File: config.mk
export PLATFORM = sky130hd
export DESIGN_NAME = ppu_top
export DESIGN_NICKNAME = d
export VERILOG_FILES = /design/src/verilog/ppu_pkg.sv /design/src/verilog/ppu_top.sv /design/src/verilog/ppu_cpu_readback.sv /design/src/verilog/ppu_frame_timing.sv /design/src/verilog/ppu_vram_port.sv /design/src/verilog/ppu_reg_decode.sv
export SDC_FILE = /design/constraint.sdc
export NUM_CORES = 1
export LEC_CHECK = 0
export ABC_CLOCK_PERIOD_IN_PS = 1980
export BUFFER_PORTS_ARGS = -buffer_cell sky130_fd_sc_hd__buf_4
export CORE_AREA = 2 2 108 68
export CTS_CLUSTER_DIAMETER = 50
export DETAILED_ROUTE_END_ITERATION = 10
export DIE_AREA = 0 0 110 70
export HOLD_SLACK_MARGIN = 0.06
export PLACE_DENSITY = 0.76
export SLEW_MARGIN = 20
export SYNTH_ARGS = -nofsm -noshare
export SYNTH_HDL_FRONTEND = slang
export SYNTH_HIERARCHICAL = 1
export SYNTH_SLANG_ARGS = --single-unit
File: constraint.sdc
create_clock -name CLK -period 1.98 [get_ports CLK]
set_clock_uncertainty 0.05 [all_clocks]
set_input_delay 0.495 -clock CLK [delete_from_list [all_inputs] [get_ports CLK]]
set_output_delay 0.495 -clock CLK [all_outputs]
set_load 0.01 [all_outputs]
File: src/verilog/ppu_pkg.sv
`default_nettype none

package ppu_pkg;

	//======================================================================
	// Widths and register map
	//======================================================================

	// Video memory address is 14 bits, $0000-$3FFF
	localparam int VRAM_ADDR_W = 14;

	// CPU register numbers, mirrored every 8 bytes on the CPU bus
	localparam logic [2:0] REG_CTRL     = 3'd0;
	localparam logic [2:0] REG_MASK     = 3'd1;
	localparam logic [2:0] REG_STATUS   = 3'd2;
	localparam logic [2:0] REG_OAM_ADDR = 3'd3;
	localparam logic [2:0] REG_OAM_DATA = 3'd4;
	localparam logic [2:0] REG_SCROLL   = 3'd5;
	localparam logic [2:0] REG_ADDR     = 3'd6;
	localparam logic [2:0] REG_DATA     = 3'd7;

	// Address step after a PPUDATA access, across a row or down a column
	localparam logic [VRAM_ADDR_W-1:0] INC_ACROSS = 14'd1;
	localparam logic [VRAM_ADDR_W-1:0] INC_DOWN   = 14'd32;

	//======================================================================
	// Default NTSC frame timing
	//======================================================================

	localparam logic [9:0] DEF_CYCLES_PER_LINE = 10'd341;
	localparam logic [9:0] DEF_LINES_PER_FRAME = 10'd262;
	localparam logic [9:0] DEF_VBLANK_LINE     = 10'd241;
	localparam logic [9:0] DEF_PRERENDER_LINE  = 10'd261;

	//======================================================================
	// CPU write byte
	//======================================================================

	// PPUCTRL layout, nametable and pattern table bits are not kept
	typedef struct packed {
		logic       nmi_enable;
		logic [3:0] unused_hi;
		logic       increment_down;
		logic [1:0] unused_lo;
	} ctrl_view_t;

	// First PPUADDR write, top two bits fall outside the 14-bit space
	typedef struct packed {
		logic [1:0] unused;
		logic [5:0] addr_hi;
	} addr_hi_view_t;

	typedef union packed {
		ctrl_view_t    ctrl;
		addr_hi_view_t addr;
	} cpu_wdata_u;

endpackage

`default_nettype wire
File: src/verilog/ppu_top.sv
`default_nettype none

module ppu_top #(
	parameter logic [9:0] CYCLES_PER_LINE = ppu_pkg::DEF_CYCLES_PER_LINE,
	parameter logic [9:0] LINES_PER_FRAME = ppu_pkg::DEF_LINES_PER_FRAME,
	parameter logic [9:0] VBLANK_LINE     = ppu_pkg::DEF_VBLANK_LINE,
	parameter logic [9:0] PRERENDER_LINE  = ppu_pkg::DEF_PRERENDER_LINE
) (
	input  wire                              CLK,
	input  wire                              RESET,
	// CPU bus
	input  wire [2:0]                        CPU_ADDR,
	input  wire [7:0]                        CPU_DATA_IN,
	input  wire                              CPU_WREN,
	input  wire                              CPU_RDEN,
	output logic [7:0]                       CPU_DATA_OUT,
	output logic                             NMI_N,
	// Video memory bus
	input  wire [7:0]                        PPU_DATA_IN,
	output logic [ppu_pkg::VRAM_ADDR_W-1:0]  PPU_ADDR,
	output logic [7:0]                       PPU_DATA_OUT,
	output logic                             PPU_READ,
	output logic                             PPU_WRITE
);

	logic                            data_write;
	logic                            data_read;
	logic                            status_read;
	logic                            increment_down;
	logic                            nmi_enable;
	logic                            addr_load;
	logic [ppu_pkg::VRAM_ADDR_W-1:0] addr_load_value;
	logic [7:0]                      read_buffer;
	logic                            vblank;

	// Register decode and control state
	ppu_reg_decode u_reg_decode (
		.CLK             (CLK),
		.RESET           (RESET),
		.cpu_addr        (CPU_ADDR),
		.cpu_wdata       (CPU_DATA_IN),
		.cpu_wren        (CPU_WREN),
		.cpu_rden        (CPU_RDEN),
		.data_write      (data_write),
		.data_read       (data_read),
		.status_read     (status_read),
		.increment_down  (increment_down),
		.nmi_enable      (nmi_enable),
		.addr_load       (addr_load),
		.addr_load_value (addr_load_value)
	);

	// PPUDATA accesses on the video memory bus
	ppu_vram_port u_vram_port (
		.CLK             (CLK),
		.RESET           (RESET),
		.data_write      (data_write),
		.data_read       (data_read),
		.cpu_wdata       (CPU_DATA_IN),
		.increment_down  (increment_down),
		.addr_load       (addr_load),
		.addr_load_value (addr_load_value),
		.ppu_data_in     (PPU_DATA_IN),
		.ppu_addr        (PPU_ADDR),
		.ppu_data_out    (PPU_DATA_OUT),
		.ppu_read        (PPU_READ),
		.ppu_write       (PPU_WRITE),
		.read_buffer     (read_buffer)
	);

	// Frame position, vblank and NMI
	ppu_frame_timing #(
		.CYCLES_PER_LINE (CYCLES_PER_LINE),
		.LINES_PER_FRAME (LINES_PER_FRAME),
		.VBLANK_LINE     (VBLANK_LINE),
		.PRERENDER_LINE  (PRERENDER_LINE)
	) u_frame_timing (
		.CLK         (CLK),
		.RESET       (RESET),
		.status_read (status_read),
		.nmi_enable  (nmi_enable),
		.vblank      (vblank),
		.nmi_n       (NMI_N)
	);

	// Byte returned on CPU reads
	ppu_cpu_readback u_cpu_readback (
		.CLK          (CLK),
		.RESET        (RESET),
		.data_read    (data_read),
		.status_read  (status_read),
		.vblank       (vblank),
		.read_buffer  (read_buffer),
		.cpu_data_out (CPU_DATA_OUT)
	);

endmodule

`default_nettype wire

File: src/verilog/ppu_cpu_readback.sv
`default_nettype none

module ppu_cpu_readback (
	input  wire        CLK,
	input  wire        RESET,
	input  wire        data_read,
	input  wire        status_read,
	input  wire        vblank,
	input  wire [7:0]  read_buffer,
	output logic [7:0] cpu_data_out
);

	// Byte seen by the CPU, held between reads
	always_ff @(posedge CLK) begin
		if (RESET) begin
			cpu_data_out <= 8'h00;
		end else if (status_read) begin
			// Sprite bits read as zero, low bits keep the last value
			cpu_data_out <= {vblank, 2'b00, cpu_data_out[4:0]};
		end else if (data_read) begin
			// Buffered read returns the byte from the previous access
			cpu_data_out <= read_buffer;
		end
	end

endmodule

`default_nettype wire

File: src/verilog/ppu_frame_timing.sv
`default_nettype none

module ppu_frame_timing #(
	parameter logic [9:0] CYCLES_PER_LINE = ppu_pkg::DEF_CYCLES_PER_LINE,
	parameter logic [9:0] LINES_PER_FRAME = ppu_pkg::DEF_LINES_PER_FRAME,
	parameter logic [9:0] VBLANK_LINE     = ppu_pkg::DEF_VBLANK_LINE,
	parameter logic [9:0] PRERENDER_LINE  = ppu_pkg::DEF_PRERENDER_LINE
) (
	input  wire  CLK,
	input  wire  RESET,
	input  wire  status_read,
	input  wire  nmi_enable,
	output logic vblank,
	output logic nmi_n
);

	// Position within the frame
	logic [9:0] cycle_cnt;
	logic [9:0] line_cnt;

	logic line_end;
	logic frame_end;
	logic vblank_start;
	logic vblank_end;

	assign line_end  = (cycle_cnt == CYCLES_PER_LINE - 10'd1);
	assign frame_end = (line_end && line_cnt == LINES_PER_FRAME - 10'd1);

	// Flag changes on the edge that leaves cycle 1 of the line
	assign vblank_start = (line_cnt == VBLANK_LINE) && (cycle_cnt == 10'd1);
	assign vblank_end   = (line_cnt == PRERENDER_LINE) && (cycle_cnt == 10'd1);

	//======================================================================
	// Cycle and scanline counters
	//======================================================================

	always_ff @(posedge CLK) begin
		if (RESET) begin
			cycle_cnt <= 10'd0;
			line_cnt  <= 10'd0;
		end else begin
			if (line_end)
				cycle_cnt <= 10'd0;
			else
				cycle_cnt <= cycle_cnt + 10'd1;

			if (frame_end)
				line_cnt <= 10'd0;
			else if (line_end)
				line_cnt <= line_cnt + 10'd1;
		end
	end

	//======================================================================
	// Vblank flag and NMI
	//======================================================================

	always_ff @(posedge CLK) begin
		if (RESET)
			vblank <= 1'b0;
		else if (vblank_start)
			vblank <= 1'b1;
		else if (vblank_end || status_read)
			vblank <= 1'b0;
	end

	// Active low, also drops when NMI gets enabled inside vblank
	assign nmi_n = ~(vblank & nmi_enable);

endmodule

`default_nettype wire

File: src/verilog/ppu_vram_port.sv
`default_nettype none

module ppu_vram_port (
	input  wire                              CLK,
	input  wire                              RESET,
	input  wire                              data_write,
	input  wire                              data_read,
	input  wire [7:0]                        cpu_wdata,
	input  wire                              increment_down,
	input  wire                              addr_load,
	input  wire [ppu_pkg::VRAM_ADDR_W-1:0]   addr_load_value,
	input  wire [7:0]                        ppu_data_in,
	output logic [ppu_pkg::VRAM_ADDR_W-1:0]  ppu_addr,
	output logic [7:0]                       ppu_data_out,
	output logic                             ppu_read,
	output logic                             ppu_write,
	output logic [7:0]                       read_buffer
);

	// Current video address, shown on the memory bus at all times
	logic [ppu_pkg::VRAM_ADDR_W-1:0] vram_addr;
	logic [ppu_pkg::VRAM_ADDR_W-1:0] addr_step;

	// 1 going across, 32 going down
	assign addr_step = increment_down ? ppu_pkg::INC_DOWN : ppu_pkg::INC_ACROSS;
	assign ppu_addr  = vram_addr;

	//======================================================================
	// Bus pulses
	//======================================================================

	// Each access runs one cycle after its CPU strobe
	always_ff @(posedge CLK) begin
		if (RESET) begin
			ppu_write <= 1'b0;
			ppu_read  <= 1'b0;
		end else begin
			ppu_write <= data_write;
			ppu_read  <= data_read;
		end
	end

	// Write byte held for the pulse cycle
	always_ff @(posedge CLK) begin
		if (data_write)
			ppu_data_out <= cpu_wdata;
	end

	//======================================================================
	// Address and read buffer
	//======================================================================

	always_ff @(posedge CLK) begin
		if (RESET) begin
			vram_addr   <= '0;
			read_buffer <= 8'h00;
		end else begin
			// Load from PPUADDR wins, the spacing rule keeps it off an access
			if (addr_load)
				vram_addr <= addr_load_value;
			else if (ppu_write || ppu_read)
				vram_addr <= vram_addr + addr_step;

			// Memory answers in the same cycle, so capture at the pulse end
			if (ppu_read)
				read_buffer <= ppu_data_in;
		end
	end

endmodule

`default_nettype wire

File: src/verilog/ppu_reg_decode.sv
`default_nettype none

module ppu_reg_decode (
	input  wire                          CLK,
	input  wire                          RESET,
	input  wire [2:0]                    cpu_addr,
	input  wire ppu_pkg::cpu_wdata_u     cpu_wdata,
	input  wire                          cpu_wren,
	input  wire                          cpu_rden,
	output logic                         data_write,
	output logic                         data_read,
	output logic                         status_read,
	output logic                         increment_down,
	output logic                         nmi_enable,
	output logic                         addr_load,
	output logic [ppu_pkg::VRAM_ADDR_W-1:0] addr_load_value
);

	// Write strobes for the registers that carry state here
	logic ctrl_wr;
	logic scroll_wr;
	logic addr_wr;

	// Shared first/second write toggle for PPUSCROLL and PPUADDR
	logic write_toggle;

	// High address byte held between the two PPUADDR writes
	logic [5:0] addr_hi_q;

	//======================================================================
	// Strobe decode
	//======================================================================

	// rden and wren never overlap, so each case only sees one of them
	always_comb begin
		ctrl_wr     = 1'b0;
		scroll_wr   = 1'b0;
		addr_wr     = 1'b0;
		data_write  = 1'b0;
		data_read   = 1'b0;
		status_read = 1'b0;
		if (cpu_wren) begin
			case (cpu_addr)
				ppu_pkg::REG_CTRL:   ctrl_wr    = 1'b1;
				ppu_pkg::REG_SCROLL: scroll_wr  = 1'b1;
				ppu_pkg::REG_ADDR:   addr_wr    = 1'b1;
				ppu_pkg::REG_DATA:   data_write = 1'b1;
				// Mask and OAM writes land nowhere
				ppu_pkg::REG_MASK, ppu_pkg::REG_OAM_ADDR, ppu_pkg::REG_OAM_DATA: ;
				default: ;
			endcase
		end else if (cpu_rden) begin
			case (cpu_addr)
				ppu_pkg::REG_STATUS: status_read = 1'b1;
				ppu_pkg::REG_DATA:   data_read   = 1'b1;
				default: ;
			endcase
		end
	end

	// Second PPUADDR write loads the full address in the strobe cycle
	assign addr_load       = addr_wr & write_toggle;
	assign addr_load_value = {addr_hi_q, cpu_wdata};

	//======================================================================
	// Control bits, toggle and high address byte
	//======================================================================

	always_ff @(posedge CLK) begin
		if (RESET) begin
			nmi_enable     <= 1'b0;
			increment_down <= 1'b0;
			write_toggle   <= 1'b0;
			addr_hi_q      <= '0;
		end else begin
			if (ctrl_wr) begin
				nmi_enable     <= cpu_wdata.ctrl.nmi_enable;
				increment_down <= cpu_wdata.ctrl.increment_down;
			end

			// Scroll values are dropped, only the toggle side effect stays
			if (scroll_wr || addr_wr)
				write_toggle <= ~write_toggle;
			else if (status_read)
				write_toggle <= 1'b0;

			// First write of the pair, upper six bits
			if (addr_wr && !write_toggle)
				addr_hi_q <= cpu_wdata.addr.addr_hi;
		end
	end

endmodule

`default_nettype wire

==> metrics.md <==
| Metric | Value |
|---|---|
| Outcome | complete, no violations |
| FFs w/ async S/R, synth | 0 |
| RePlAce Congestion | 0.859 |
| Initial antenna violation count | 0 |
| Worst Tran Pin Value | 0.472 ns |
| Crit Path Max Fanout | 6 |
| H-tree depth | 3 |
| Setup TNS | 0 ns |
| Die Height | 70 um |
| CTS Hold Bufs | 0 |
| CTS buffer count | 9 |
| Global-route wire length before repair | 12400 um |
| Area of the multi-input gates | 1730 um^2 |
| TritonCTS clock tree | built |
| Fillers | 574 |
| Routed wire length | 7580 um |
| Top-area cell type share of the netlist area | 0.369 |
| Minimum clock period | 1.96 ns |
| Most frequent CP cell | or4_4 |
| Critical path type | register to register |
| Number of global-route vias before repair | 2641 |
| Crit path launch type | register |
| Most frequent cells in the layout | buf_4, dfxtp_1, nor2_1 |
| Hold Path Class | input pin to register |
| Final nets | 443 |
| Yosys top cell by area | dfxtp_1 |
| Max Slew Vio Count | 0 |
| Initial Util | 0.489 |
| Cell variety after synth | 64 |
| Via count | 2739 |
| Register area share after synthesis | 0.440 |
| Hold Fails Final Rpt | 0 |
| Core Footprint | 6880 um^2 |
| Post-Syn Instances | 344 |
| Commonest non-fill, non-tap cell in the layout | buf_4 |
| DRC Markers | 0 |
| CP endpoint kind | register |
| VDD IR-drop max | 0.388 mV |
| CTS max path bufs | 2 |
| Pwr dens | 692 nW/um^2 |
| Routed len/inst | 14.9 um |
| Crit path max-delay cell type | or4_4 |
| Vias/cell | 5.39 |
| DR pass1 iterations | 4 |
| Mean Syn Cell Area | 9.78 um^2 |
| # IOs | 56 |
| CTS sink count | 70 |
| # diodes | 0 |
| Largest net degree at the start of global routing | 34 |
| Final setup vio count | 0 |
| Reg clk slew, reported paths | 0.09 ns |
| Antenna Nets Post-Route | 0 |
| Initial drt markers | 161 |
| Arrival time of the worst setup path | 2.19 ns |
| Yosys warnings | 6 |
| Slew headroom | 0.684 |
| Pwr Total | 0.00291 W |
| Post-Syn Area | 3360 um^2 |
| Clock root buffer | clkbuf_8 |
| Top_reg_cell synth | dfxtp_1 |
| FMAX | 0.510 GHz |
| Die area | 7700 um^2 |
| Number of flops mapped to enable cells by yosys | 8 |
| Die Wd | 110 um |
| Register Area | 1480 um^2 |
| Post-synthesis net count | 375 |
| CP Data Required Time | 2.21 ns |
| Hpwl dp | 5410 um |
| Cell row count | 24 |
| Layout cell share with drive strength beyond 1 | 0.283 |
| Synthesis-stage register bit count | 70 |
| CP Cell Sequence | or3_4 -> or4_4 -> or4_4 -> a21oi_2 |
| Max-cap violations | 0 |
| Pleak | 1.58 nW |
| Max incr delay on CP | 0.57 ns |
| Grt ovf | 0 |
| Synth area leaders | dfxtp_1, mux2i_1, edfxtp_1, nor2_1, ha_1 |
| GRT Overall Usage | 0.208 |
| Clock latency on the worst-skew pair | 0.35 ns |
| Final Cycle Share | 0.990 |
| Synth-to-Final Area Change | 25.0% |
| I/O Buffers | 55 |
## Yosys cell counts, drive strengths merged (3+ instances only)
cell type and number:
nand2b 12, ha 8, clkbuf 8, nor3 9, a2111oi 3, nand2 13, nand4 7, o31a 4
nor2 45, nor2b 3, buf 12, inv 20, edfxtp 8, mux2i 32, nor4 4, or3 3
nor3b 4, dfxtp 62, nor4b 5, mux2 3, xor2 10, or4 3, a21oi 10, o21ai 5
o31ai 6, nand3 8, xnor2 7, and4 4
## path summary, 6_finish.rpt
path                          startpoint                           to  slack, ns  cells after the start
min reg2reg    u_reg_decode/addr_hi_q[0]    u_reg_decode/addr_hi_q[0]       0.43                      2
min                       CPU_DATA_IN[4]  u_vram_port/ppu_data_out[4]       0.29                      1
max reg2reg  u_frame_timing/cycle_cnt[5]   u_frame_timing/line_cnt[8]       0.02                      4
max          u_frame_timing/cycle_cnt[5]   u_frame_timing/line_cnt[8]       0.02                      4
## registers in the layout, indices dropped and copies added (netlist names)
register and count:
u_frame_timing/line_cnt 10, u_frame_timing/vblank 1, u_reg_decode/write_toggle 1, u_vram_port/ppu_write 1, u_reg_decode/nmi_enable 1, u_vram_port/ppu_read 1
u_vram_port/read_buffer 8, u_reg_decode/addr_hi_q 6, u_reg_decode/increment_down 1, u_cpu_readback/cpu_data_out 8, u_vram_port/ppu_addr 14, u_vram_port/ppu_data_out 8
u_frame_timing/cycle_cnt 10
## through the flow
stage | area (um^2) | utilization | worst slack [ns] | instances | hold WS [ns]
6_report | 4200 | 0.611 | 0.0189 | 508 | 0.293
5_1_grt | 4200 | 0.611 | -0.0436 | 508 | 0.270
4_1_cts | 4180 | 0.607 | 0.0315 | 508 | 0.279
3_5_place_dp | 3950 | 0.574 | -0.0178 | 492 | 0.417
3_3_place_gp | 3950 | 0.574 | 0.0532 | 492 | 0.410
2_1_floorplan | 3360 | - | 0.0153 | 344 | 0.399
## cells by family after synthesis
group                    count (synthesis)  synth area share
multiplexers                            35             0.105
AND/OR/NAND/NOR                        132             0.229
buffers and inverters                   40            0.0565
AO/OA/AOI/OAI                           42            0.0952
adder cells (fa/ha/maj)                  8            0.0298
XOR/XNOR                                17            0.0443
flip-flops                              70             0.440
## critical path, delay by kind of cell, from the launching register on
kind | cells | cell delay, ns
compound gates | 1 | 0.13
flops | 1 | 0.31
simple gates | 3 | 1.40
## power by group
| part | switching [W] | leakage, nW | internal [W] |
|---|---|---|---|
| combinational | 0.0000944 | 0.895 | 0.0000865 |
| clock | 0.000579 | 0.111 | 0.000678 |
| sequential | 0.0000174 | 0.573 | 0.00145 |
## layer usage
metal / wire, um / part of all wire / up-vias / GRT usage
met3: 475 / 0.063 / 7 / 0.0635
met1: 3650 / 0.48 / 1291 / 0.294
li1: - / - / 1364 / -
met2: 3410 / 0.45 / 77 / 0.314
met5: 0 / 0 / - / 0
met4: 51 / 0.0067 / 0 / 0.0464
## timing repair
action / 4_1_cts / 5_1_grt
pin swaps: 0 / 1
endpoints found under the setup margin: 1 / 5
gates resized for setup: 1 / 6
buffers inserted: 0 / 0
## layout make-up
cell class                      instances  share of cell area
Multi-Input combinational cell        234               0.412
Sequential cell                        70               0.352
Clock buffer                           10              0.0354
Clock inverter                          6              0.0179
Inverter                               20              0.0179
Timing Repair Buffer                   77               0.137
Tap cell                               91              0.0271
Power figures use the tool's default switching activity.
